File: config.mk
export PLATFORM = sky130hd
export DESIGN_NAME = axis_pipe_top
export DESIGN_NICKNAME = d
export VERILOG_FILES = /design/src/logic/axis_pipe_pkg.sv /design/src/logic/axis_packet_limiter.sv /design/src/logic/axis_pipe_top.sv /design/src/logic/data_pipe_force_vld.sv
export VERILOG_INCLUDE_DIRS = /design/src /design/src/logic
export SDC_FILE = /design/constraint.sdc
export NUM_CORES = 1
export LEC_CHECK = 0
export BUFFER_PORTS_ARGS = -buffer_cell sky130_fd_sc_hd__buf_2
export CAP_MARGIN = 5
export CORE_ASPECT_RATIO = 1.75
export CORE_MARGIN = 5
export CORE_UTILIZATION = 50
export DETAILED_ROUTE_END_ITERATION = 16
export GPL_ROUTABILITY_DRIVEN = 0
export PLACE_DENSITY = 0.7
export RECOVER_POWER = 100
export SYNTH_ARGS = -nofsm -noshare
export SYNTH_HDL_FRONTEND = slang
export SYNTH_HIERARCHICAL = 1
export SYNTH_SLANG_ARGS = --single-unit
File: constraint.sdc
create_clock -name axis_master_inf -period 3.2 [get_ports axis_master_inf]
set_input_delay 0.64 -clock axis_master_inf [delete_from_list [all_inputs] [get_ports axis_master_inf]]
set_output_delay 0.64 -clock axis_master_inf [all_outputs]
set_load 0.02 [all_outputs]
File: src/logic/axis_pipe_settings.svh
// width, packet length and skid buffer constants of the stream pipeline.
`ifndef AXIS_PIPE_SETTINGS_SVH
`define AXIS_PIPE_SETTINGS_SVH

`default_nettype none

// ====================
// stream payload
// ====================

// data bits carried by every beat.
`define AXP_DATA_W 8

// ====================
// packet limiter
// ====================

// longest packet allowed on the output, in beats (at least 2).
`define AXP_MAX_BURST 16

// beat counter width, counts 0 .. AXP_MAX_BURST-1.
`define AXP_CNT_W $clog2(`AXP_MAX_BURST)

// ====================
// register slice
// ====================

// entries held by one slice, main register plus skid register.
`define AXP_SKID_DEPTH 2

// occupancy counter width, counts 0 .. AXP_SKID_DEPTH.
`define AXP_FILL_W $clog2(`AXP_SKID_DEPTH + 1)

`default_nettype wire

`endif

File: src/logic/axis_pipe_pkg.sv
// beat struct types shared by the pipeline RTL and its testbench.
`include "axis_pipe_settings.svh"
`default_nettype none

package axis_pipe_pkg;

    // ====================
    // input side
    // ====================

    // one beat as it arrives on the input stream.
    // last closes the packet as the source sees it.
    typedef struct packed {
        logic [`AXP_DATA_W-1:0] data;
        logic                   last;
    } axis_in_beat_t;

    // ====================
    // output side
    // ====================

    // one beat as it leaves the limiter and the output slice.
    // last is the source last or a forced close at the length limit.
    // user marks a close that the limiter added on its own.
    typedef struct packed {
        logic [`AXP_DATA_W-1:0] data;
        logic                   last;
        logic                   user;
    } axis_out_beat_t;

    // the data field keeps its position in both structs.
    // the user bit sits below last, so the lsb side is the only difference.
    // both types travel as plain packed vectors between the blocks.

endpackage

`default_nettype wire

File: src/logic/axis_packet_limiter.sv
// packet length limiter that forces last at the maximum burst and flags the split.
`timescale 1ns/1ps
`include "axis_pipe_settings.svh"
`default_nettype none

module axis_packet_limiter
    import axis_pipe_pkg::*;
(
    input  logic           axis_master_inf,
    input  logic           rst_n,
    input  logic           in_valid,
    input  axis_in_beat_t  in_beat,
    output logic           in_ready,
    output logic           out_valid,
    output axis_out_beat_t out_beat,
    input  logic           out_ready
);

    // counter sizing.
    localparam int cnt_w = `AXP_CNT_W;

    // index of the last beat allowed in one packet.
    localparam logic [cnt_w-1:0] last_idx = cnt_w'(`AXP_MAX_BURST - 1);

    // ====================
    // beat counter
    // ====================

    // beats already sent in the packet now open.
    logic [cnt_w-1:0] beat_cnt;

    // current beat is the final one allowed.
    logic             at_limit;

    // handshake on the output side.
    logic             out_fire;

    // ====================
    // handshake pass-through
    // ====================

    // no storage here, valid and ready pass straight through.
    assign out_valid = in_valid;
    assign in_ready  = out_ready;

    assign out_fire = out_valid & out_ready;

    // ====================
    // beat rewrite
    // ====================

    always_comb begin
        at_limit = (beat_cnt == last_idx);

        // data is never touched.
        out_beat.data = in_beat.data;

        // close on the source last or on the length limit.
        out_beat.last = in_beat.last | at_limit;

        // only a close the source did not ask for is flagged.
        out_beat.user = at_limit & ~in_beat.last;
    end

    // ====================
    // counter update
    // ====================

    // advances only when the beat really leaves.
    // any beat sent with last set opens a new packet.
    always_ff @(posedge axis_master_inf or negedge rst_n) begin
        if (!rst_n) begin
            beat_cnt <= '0;
        end else if (out_fire) begin
            if (out_beat.last) begin
                beat_cnt <= '0;
            end else begin
                beat_cnt <= beat_cnt + 1'b1;
            end
        end
    end

    // after a forced split the rest of the source packet.
    // continues as a fresh output packet with a zero count.

endmodule

`default_nettype wire

File: src/logic/axis_pipe_top.sv
// top level chaining the input slice, the packet limiter and the output slice.
`timescale 1ns/1ps
`default_nettype none

module axis_pipe_top
    import axis_pipe_pkg::*;
(
    input  logic           axis_master_inf,
    input  logic           rst_n,
    input  logic           in_valid,
    input  axis_in_beat_t  in_beat,
    output logic           in_ready,
    output logic           out_valid,
    output axis_out_beat_t out_beat,
    input  logic           out_ready
);

    // ====================
    // internal links
    // ====================

    // input slice to limiter.
    logic           mid_valid;
    axis_in_beat_t  mid_beat;
    logic           mid_ready;

    // limiter to output slice.
    logic           lim_valid;
    axis_out_beat_t lim_beat;
    logic           lim_ready;

    // ====================
    // input slice
    // ====================

    // one cycle of latency, registered ready towards the source.
    data_pipe_force_vld #(
        .beat_t    (axis_in_beat_t)
    ) u_in_slice (
        .axis_master_inf (axis_master_inf),
        .rst_n           (rst_n),
        .in_valid        (in_valid),
        .in_beat         (in_beat),
        .in_ready        (in_ready),
        .out_valid       (mid_valid),
        .out_beat        (mid_beat),
        .out_ready       (mid_ready)
    );

    // ====================
    // packet limiter
    // ====================

    // zero cycles, mid_ready is the output slice ready.
    axis_packet_limiter u_limiter (
        .axis_master_inf (axis_master_inf),
        .rst_n           (rst_n),
        .in_valid        (mid_valid),
        .in_beat         (mid_beat),
        .in_ready        (mid_ready),
        .out_valid       (lim_valid),
        .out_beat        (lim_beat),
        .out_ready       (lim_ready)
    );

    // ====================
    // output slice
    // ====================

    // second cycle of latency, registered valid to the sink.
    data_pipe_force_vld #(
        .beat_t    (axis_out_beat_t)
    ) u_out_slice (
        .axis_master_inf (axis_master_inf),
        .rst_n           (rst_n),
        .in_valid        (lim_valid),
        .in_beat         (lim_beat),
        .in_ready        (lim_ready),
        .out_valid       (out_valid),
        .out_beat        (out_beat),
        .out_ready       (out_ready)
    );

endmodule

`default_nettype wire

File: src/logic/data_pipe_force_vld.sv
// two-entry skid register slice with registered valid and registered ready.
`timescale 1ns/1ps
`include "axis_pipe_settings.svh"
`default_nettype none

module data_pipe_force_vld
    import axis_pipe_pkg::*;
#(
    parameter type beat_t = axis_in_beat_t
) (
    input  logic  axis_master_inf,
    input  logic  rst_n,
    input  logic  in_valid,
    input  beat_t in_beat,
    output logic  in_ready,
    output logic  out_valid,
    output beat_t out_beat,
    input  logic  out_ready
);

    // occupancy counter sizing.
    localparam int fill_w = `AXP_FILL_W;
    localparam logic [fill_w-1:0] depth_c = fill_w'(`AXP_SKID_DEPTH);

    // ====================
    // storage
    // ====================

    // main register, drives the output directly.
    logic  main_vld;
    beat_t main_beat;

    // skid register, catches the beat in flight during a stall.
    logic  skid_vld;
    beat_t skid_beat;

    // registered ready towards the upstream.
    logic  rdy_q;

    // ====================
    // next state
    // ====================

    logic                in_fire;
    logic                out_fire;
    logic                main_free;
    logic                main_from_skid;
    logic                main_load;
    logic                skid_load;
    logic                main_vld_n;
    logic                skid_vld_n;
    logic [fill_w-1:0]   fill_n;
    logic                rdy_n;

    always_comb begin
        // transfers on both sides of the slice.
        in_fire  = in_valid & rdy_q;
        out_fire = main_vld & out_ready;

        // main register may take a new beat this cycle.
        main_free = ~main_vld | out_fire;

        // the skid entry is older, so it goes first.
        main_from_skid = main_free & skid_vld;
        main_load      = main_free & (skid_vld | in_fire);

        // incoming beat parks in skid when main cannot take it.
        skid_load = in_fire & (~main_free | skid_vld);

        // occupancy after this edge.
        main_vld_n = main_free ? (skid_vld | in_fire) : 1'b1;
        if (skid_load) begin
            skid_vld_n = 1'b1;
        end else if (main_from_skid) begin
            skid_vld_n = 1'b0;
        end else begin
            skid_vld_n = skid_vld;
        end

        // ready stays up while at least one entry is free.
        fill_n = fill_w'(main_vld_n) + fill_w'(skid_vld_n);
        rdy_n  = (fill_n < depth_c);
    end

    // ====================
    // control flops
    // ====================

    always_ff @(posedge axis_master_inf or negedge rst_n) begin
        if (!rst_n) begin
            main_vld <= 1'b0;
            skid_vld <= 1'b0;
            // empty after reset, so take beats right away.
            rdy_q    <= 1'b1;
        end else begin
            main_vld <= main_vld_n;
            skid_vld <= skid_vld_n;
            rdy_q    <= rdy_n;
        end
    end

    // ====================
    // payload flops
    // ====================

    always_ff @(posedge axis_master_inf) begin
        // main refills from skid first, else bypasses the input.
        if (main_load) begin
            main_beat <= main_from_skid ? skid_beat : in_beat;
        end
        // skid only written on a stall or while it is drained.
        if (skid_load) begin
            skid_beat <= in_beat;
        end
    end

    // ====================
    // outputs
    // ====================

    // all three come straight from flops.
    assign out_valid = main_vld;
    assign out_beat  = main_beat;
    assign in_ready  = rdy_q;

endmodule

`default_nettype wire

== Yosys cells after proc, flatten, opt, wreduce, memory -nomap -nowiden ==
Cells that the tools add are included.
W data, S select, Z words.

* Add/sub/neg operators: 3
* $lt $le $gt $ge: 2
* Eq/ne operators: 1
* Mux-type cells: 9
* Bitwise logic cells: 22

{| class="wikitable"
|+ Operator list
! kind !! count
|-
| $and A1 B1 Y1 || 10
|-
| $mux W10 || 1
|-
| $mux W9 || 1
|-
| $or A1 B1 Y1 || 7
|-
| $mux W1 || 6
|-
| $not A1 Y1 || 5
|-
| $add A1 B1 Y2 || 2
|-
| $add A4 B1 Y4 const B || 1
|-
| $eq A4 B4 Y1 const B || 1
|-
| $lt A2 B2 Y1 const B || 2
|-
| $mux W4 || 1
|}

* Bits in registers: 48
* Input bits: 13
* Word-level logic and storage cells: 54

== Longest topological paths before layout ==
Gate-level depths: netlist of the first run.

* Depth after elaboration: 8
* Depth in mapped cells: 4

== Modules after synthesis ==
The synthesis of the first run kept the hierarchy.

{| class="wikitable"
|+ By module, submodules not included
! module !! instances !! cells an instance !! area an instance (um^2) !! seq. area each (um^2)
|-
| data_pipe_force_vld at u_out_slice || 1 || 45 || 867.1 || 676.9
|-
| data_pipe_force_vld at u_in_slice || 1 || 42 || 795.8 || 616.8
|-
| axis_packet_limiter || 1 || 36 || 297.8 || 100.1
|}

== Worst setup path before layout of the first run ==
OpenSTA, ideal clock, no wires.

* Path type: input to register
* Start point: input out_ready
* End point: register u_out_slice/skid_beat[0] (netlist bit), enable pin
* Arrival time: 1353 ps
* Slack: 1471 ps
* Stages: 3
* Buffers on the path: 0
* Cells stage by stage: and2b_2 -> nor2_1 -> nor2_1

* Longest elaborated chain between the ends: 5

{| class="wikitable"
|+ Ends and longest elaborated chain
! what !! line !! source
|-
| start: declaration || axis_pipe_top.sv:15 || <nowiki>input logic out_ready</nowiki>
|-
| $and A1 B1 Y1 || data_pipe_force_vld.sv:58 || <nowiki>out_fire = main_vld & out_ready;</nowiki>
|-
| $or A1 B1 Y1 || data_pipe_force_vld.sv:61 || <nowiki>main_free = ~main_vld | out_fire;</nowiki>
|-
| $not A1 Y1 || data_pipe_force_vld.sv:68 || <nowiki>skid_load = in_fire & (~main_free | skid_vld);</nowiki>
|-
| $or A1 B1 Y1 || data_pipe_force_vld.sv:68 ||
|-
| $and A1 B1 Y1 || data_pipe_force_vld.sv:68 ||
|-
| via u_out_slice.skid_load || data_pipe_force_vld.sv:49 || <nowiki>logic skid_load;</nowiki>
|-
| end signal: assignment || data_pipe_force_vld.sv:113 || <nowiki>skid_beat <= in_beat;</nowiki>
|-
| end: declaration || data_pipe_force_vld.sv:35 || <nowiki>beat_t skid_beat;</nowiki>
|}

The timed path passes the listed nets, and every way through them passes these cells.
A chain may end at the register's enable or synchronous reset.

== Worst setup path in the final report of the first run ==
* Start point: register u_out_slice.rdy_q, in the netlist u_out_slice/in_ready
* End point: register u_in_slice.main_beat (netlist bit u_in_slice/out_beat[3]), enable pin

* Longest elaborated chain between the ends: 3

{| class="wikitable"
|+ Ends and longest elaborated chain
! what !! line !! source
|-
| start: declaration || data_pipe_force_vld.sv:38 || <nowiki>logic rdy_q;</nowiki>
|-
| start signal: assignment || data_pipe_force_vld.sv:98 || <nowiki>rdy_q <= rdy_n;</nowiki>
|-
| $and A1 B1 Y1 || data_pipe_force_vld.sv:58 ||
|-
| $or A1 B1 Y1 || data_pipe_force_vld.sv:61 ||
|-
| $and A1 B1 Y1 || data_pipe_force_vld.sv:65 || <nowiki>main_load = main_free & (skid_vld | in_fire);</nowiki>
|-
| via u_in_slice.main_load || data_pipe_force_vld.sv:48 || <nowiki>logic main_load;</nowiki>
|-
| end signal: assignment || data_pipe_force_vld.sv:109 || <nowiki>main_beat <= main_from_skid ? skid_beat : in_beat;</nowiki>
|-
| end: declaration || data_pipe_force_vld.sv:31 || <nowiki>beat_t main_beat;</nowiki>
|}

The timed path passes the listed nets, and every way through them passes these cells.

==> results.yml, run 1 <==
timing:
  final.setup_skew_ps: 5.20
  worst_pin_slew_ps: 791
  slew_viol_final: 0
  hold_ws_ps: 299
  fin_crit_sh_pct: 56.6
  rsz0062_at_grt: "false"
  slew_headroom_pct: 47.0
  timing.setup.tns_ps: 0
  timing.final.crit_period_ps: 1810
  hold_viol: 0
  timing.fmax_mhz: 552
  finalSetupViolCount: 0
synth:
  synth_seq_cells: 48
  seq_area_frac_synth_pct: 71.1
  async_reset_ff_share_pct: 20.8
  yosys.area.top_type: "edfxtp_1"
  syn_inst: 123
  ys.flop_type: "edfxtp_1"
  syn-cell-area_um2: 1960
  syn-num-nets: 137
  synthTopCellsByArea: "edfxtp_1 (58%), mux2_2 (11%), dfrtp_1 (10%), buf_4 (3.8%), dfstp_2 (2.7%)"
  yosysWarnings: 6
  synth_edf_count: 38
  syn_area_per_cell_um2: 15.9
  synth.distinct_cells: 22
  synth.top_cell.area_share_pct: 58.2
floorplanning:
  dieWidth_um: 57.3
  initial_core_util_pct: 51.2
  die_height_um: 92.8
  die_area_um2: 5320
  core_um2: 3830
  num_rows: 30
  ios: 25
worst_hold_path:
  holdCritPathClass: "in2async"
critical_path:
  worstSetupPathType: "reg2reg"
  reg2reg_depth: 2
  crit_start: "u_out_slice/in_ready"
  cp_data_arrival_time_ps: 1740
  crit_fanout: 9
  rrSetupSlack_ps: 1390
  cp_data_required_time_ps: 3130
  critPathLaunchType: "flip-flop"
  timing.rr.start: "u_out_slice/in_ready"
  r2r-end: "u_in_slice/out_beat[3]"
  worst_setup_path_end_kind: "flip-flop"
place:
  detailed_place_hpwl_um: 2070
  dpl_cell_area_um2: 2070
  portBuffers: 24
cells_and_area:
  layout_commonest_cell: "edfxtp_1"
  multi_input_area_um2: 449
  fin_nets: 158
  antenna_cells: 0
  fin_util_pct: 54.9
  finalInstanceArea_um2: 2100
  drive_above_1_share_pct: 25.5
  area_growth_pct: 7.15
  layout_common_cells: "edfxtp_1 (38), mux2_2 (18), clkbuf_1 (17)"
  fill_cells: 337
  regArea_um2: 1390
clock_network:
  hold_buffers: 0
  post_cts_buffers: 0
  h-tree-depth: 2
  cts_resized: 0
  cts_buffers: 5
  path_clk_slew_ps: 80
  root_buffer: "clkbuf_8"
  cts_buffer_depth: 2
  cts_sinks: 48
  cts_tree: "done"
  clk-insertion-delay-late_ps: 300
grt:
  grt_max_degree: 16
  grt_pass1_vias: 1029
  grt_pass1_wl_um: 4660
  grt_antenna_before_repair: 0
  track_usage_pct: 11.8
  grt_overflow: 0
drt:
  drtAntennaViolNets: 0
  drtIter0Drc: 5
  post_drt_wl_per_cell_um: 14.4
  routed_via_density: 5.05
  via_count: 975
  firstDrtPassIters: 3
  remaining_drc_errors: 0
  wl_um: 2770
outcome:
  status: "finished, final reports clean"
power_and_ir_drop:
  p_per_area_nw_per_um2: 924
  irDropWorstVdd_mv: 0.517
  leakagePower_uw: 0.000752
flow_run:
  cap_violations: 0
==> where the power goes <==
group | switching (µW) | internal, µW | total [µW]
sequential | 109 | 971 | 1080
clock | 193 | 151 | 344
combinational | 337 | 179 | 516
==> worst max-delay path by stage <==
| stage | end | slack [ps] | cells after the start |
|---|---|---|---|
| global placement | u_out_slice/skid_beat[6] | 1230 | 4 |
| CTS | u_in_slice/out_beat[6] | 1420 | 2 |
| global route | u_in_slice/out_beat[6] | 1230 | 2 |
| floorplan | u_out_slice/skid_beat[0] | 1470 | 3 |
| detailed placement | u_out_slice/skid_beat[8] | 1170 | 4 |
| finish | u_in_slice/out_beat[3] | 1390 | 2 |
==> kinds of logic after synthesis <==
kind of cell / share of synthesized area [%]
flops: 71.1
simple gates: 8.17
mux: 10.9
compound gates: 4.79
buf+inv: 4.40
fa+ha+maj: 0.638
==> layout make-up <==
type / count / area share (%)
clock buffer: 5 / 3.28
clock inverter: 3 / 0.893
inverter: 3 / 0.536
multi-input combinational: 62 / 21.4
sequential: 48 / 66.3
tap: 48 / 2.86
timing repair buffer: 24 / 4.71
==> critical path: stages, from the launching register on <==
cell and delay, ps:
dfstp_1 650, and2b_1 250, nor2_1 550
==> cells in the mapped netlist, types with 2 or more instances <==
cell type / n
and2b_2: 2
nand3_1: 3
o21ai_1: 2
dfstp_2: 2
mux2_2: 19
nor2_1: 7
edfxtp_1: 38
nand2_4: 2
dfrtp_1: 8
a31oi_1: 3
inv_1: 3
nand2b_4: 2
a21o_2: 2
nand2_1: 9
a21oi_1: 5
buf_4: 10
==> sequential cells by signal (all words and copies together), names as in the netlist <==
register,count
u_out_slice/out_beat,10
u_out_slice/skid_beat,10
u_in_slice/out_beat,9
u_in_slice/skid_beat,9
u_limiter/beat_cnt,4
u_in_slice/in_ready,1
u_in_slice/out_valid,1
u_in_slice/skid_vld,1
u_out_slice/in_ready,1
u_out_slice/out_valid,1
u_out_slice/skid_vld,1
==> layer usage <==
layer / track usage (%) / vias to the layer above / part of all wire (%)
li1: - / 488 / -
met1: 12.1 / 457 / 37
met2: 20.9 / 24 / 54
met3: 3.77 / 6 / 6.3
met4: 5.80 / 0 / 2.4
met5: 0 / - / 0
==> through the flow <==
| step | total power (µW) | setup slack, ps | cells |
|---|---|---|---|
| 2_1_floorplan | 1560 | 1470 | 123 |
| 3_3_place_gp | 1640 | 1230 | 185 |
| 3_5_place_dp | 1670 | 1170 | 185 |
| 4_1_cts | 2020 | 1420 | 193 |
| 5_1_grt | 2070 | 1230 | 193 |
| 6_report | 1940 | 1390 | 193 |
(Power assumes the default switching activity.)
==> inputs of run 2 (changes only) <==
- PLACE_DENSITY: 0.7 -> 0.73
- clock period: 3.2 -> 1.5 ns (I/O delays scaled with it)
==> results.yml, run 2 (synthesized netlist as in run 1, its figures left out) <==
outcome:
  status: "finished, final reports clean"
drt:
  post_drt_wl_per_cell_um: 14.2
  firstDrtPassIters: 4
  wl_um: 2830
  drtIter0Drc: 13
  via_count: 999
  routed_via_density: 5.02
  drtAntennaViolNets: 0
  remaining_drc_errors: 0
place:
  dpl_cell_area_um2: 2140
  detailed_place_hpwl_um: 2050
  portBuffers: 24
clock_network:
  post_cts_buffers: 0
  root_buffer: "clkbuf_8"
  path_clk_slew_ps: 90
  cts_sinks: 48
  cts_tree: "done"
  cts_buffer_depth: 2
  clk-insertion-delay-late_ps: 290
  cts_buffers: 5
  h-tree-depth: 2
power_and_ir_drop:
  p_sw_share_pct: 31.6
  power_frac_seq_pct: 50.3
  p_per_area_nw_per_um2: 2050
  p_int_uw: 3130
  p_switching_uw: 1440
  p_clk_share_pct: 20.1
  leakagePower_uw: 0.000816
  irDropWorstVdd_mv: 1.08
  power_uw: 4580
  comb_power_share_pct: 29.5
critical_path:
  critPathLaunchType: "flip-flop"
  cp_data_arrival_time_ps: 1450
  crit_fanout: 9
  cp_data_required_time_ps: 1520
  worst_setup_path_end_kind: "flip-flop"
  worstSetupPathType: "reg2reg"
grt:
  grt_pass1_vias: 1092
  track_usage_pct: 11.6
  grt_overflow: 0
  grt_max_degree: 17
  grt_pass1_wl_um: 4730
  grt_antenna_before_repair: 0
cells_and_area:
  drive_above_1_share_pct: 35.8
  antenna_cells: 0
  fill_cells: 343
  area_growth_pct: 14.0
  fin_nets: 164
  regArea_um2: 1390
  multi_input_area_um2: 485
  finalInstanceArea_um2: 2230
  fin_util_pct: 58.4
  layout_common_cells: "edfxtp_1 (38), mux2_2 (19), clkbuf_1 (17)"
  layout_commonest_cell: "edfxtp_1"
floorplanning:
  dieWidth_um: 57.3
  initial_core_util_pct: 51.2
  num_rows: 30
  core_um2: 3830
  die_height_um: 92.8
  ios: 25
  die_area_um2: 5320
timing:
  fin_crit_sh_pct: 94.9
  slew_viol_final: 0
  timing.setup.tns_ps: 0
  worst_pin_slew_ps: 545
  final.setup_skew_ps: 3.92
  timing.fmax_mhz: 702
  hold_viol: 0
  rsz0062_at_grt: "false"
  timing.final.crit_period_ps: 1420
  finalSetupViolCount: 0
  slew_headroom_pct: 63.7
worst_hold_path:
  holdCritPathClass: "in2reg"
flow_run:
  cap_violations: 0
## run 2: final timing paths
kind                                         from                        to  slack, ps  depth (start not counted)
setup / recovery             u_out_slice/in_ready    u_in_slice/out_beat[3]         80                          3
hold / removal                         in_beat[0]   u_in_slice/skid_beat[0]        190                          1
setup reg to reg             u_out_slice/in_ready    u_in_slice/out_beat[3]         80                          3
hold reg to reg            u_in_slice/out_beat[8]  u_out_slice/skid_beat[9]        460                          0
max in group asynchronous                   rst_n      u_out_slice/in_ready        640                          2
min in group asynchronous                   rst_n      u_in_slice/out_valid        500                          2
## run 2: worst max-delay path: stages (launching register included)
cell	delay [ps]
dfstp_2	600
and2b_2	250
nor2_2	160
buf_12	140
## run 2: routing by layer
metal	track usage, %	up-vias	share of wire, %
li1	-	503	-
met3	4.04	5	5.6
met1	11.1	469	37
met5	0	-	0
met4	5.03	0	1.7
met2	21.7	22	56
## run 2: what timing repair did
action | in CTS | in global routing
hold endpoints to repair | 8 | 0
endpoints found under the setup margin | 0 | 1
hold buffers | 1 | 0
gates resized for setup | 0 | 2
## run 2: per-stage QoR
stage | instances | setup slack (ps) | hold slack (ps)
global placement | 190 | 98.5 | 165
global route | 199 | 2.56 | 167
CTS | 199 | 3.66 | 170
finish | 199 | 76.1 | 188
floorplan | 123 | -17.9 | 4.41
detailed placement | 190 | 51.1 | 168
## run 2: area by class of cell
class	instances	share of cell area [%]
clock buffers	5	3.08
inverters	3	0.504
multi-input cells	62	21.7
repair buffers	30	7.56
well taps	48	2.69
flip-flops and latches	48	62.4
clock inverters	3	2.07
## run 2: power groups by stage
stage / Clock [µW] / Combinational [µW] / Sequential, µW
CTS: 963 / 1440 / 2310
global route: 1020 / 1480 / 2370
floorplan: 0 / 869 / 2470
finish: 920 / 1350 / 2300
global placement: 0 / 1390 / 2300
detailed placement: 0 / 1440 / 2330
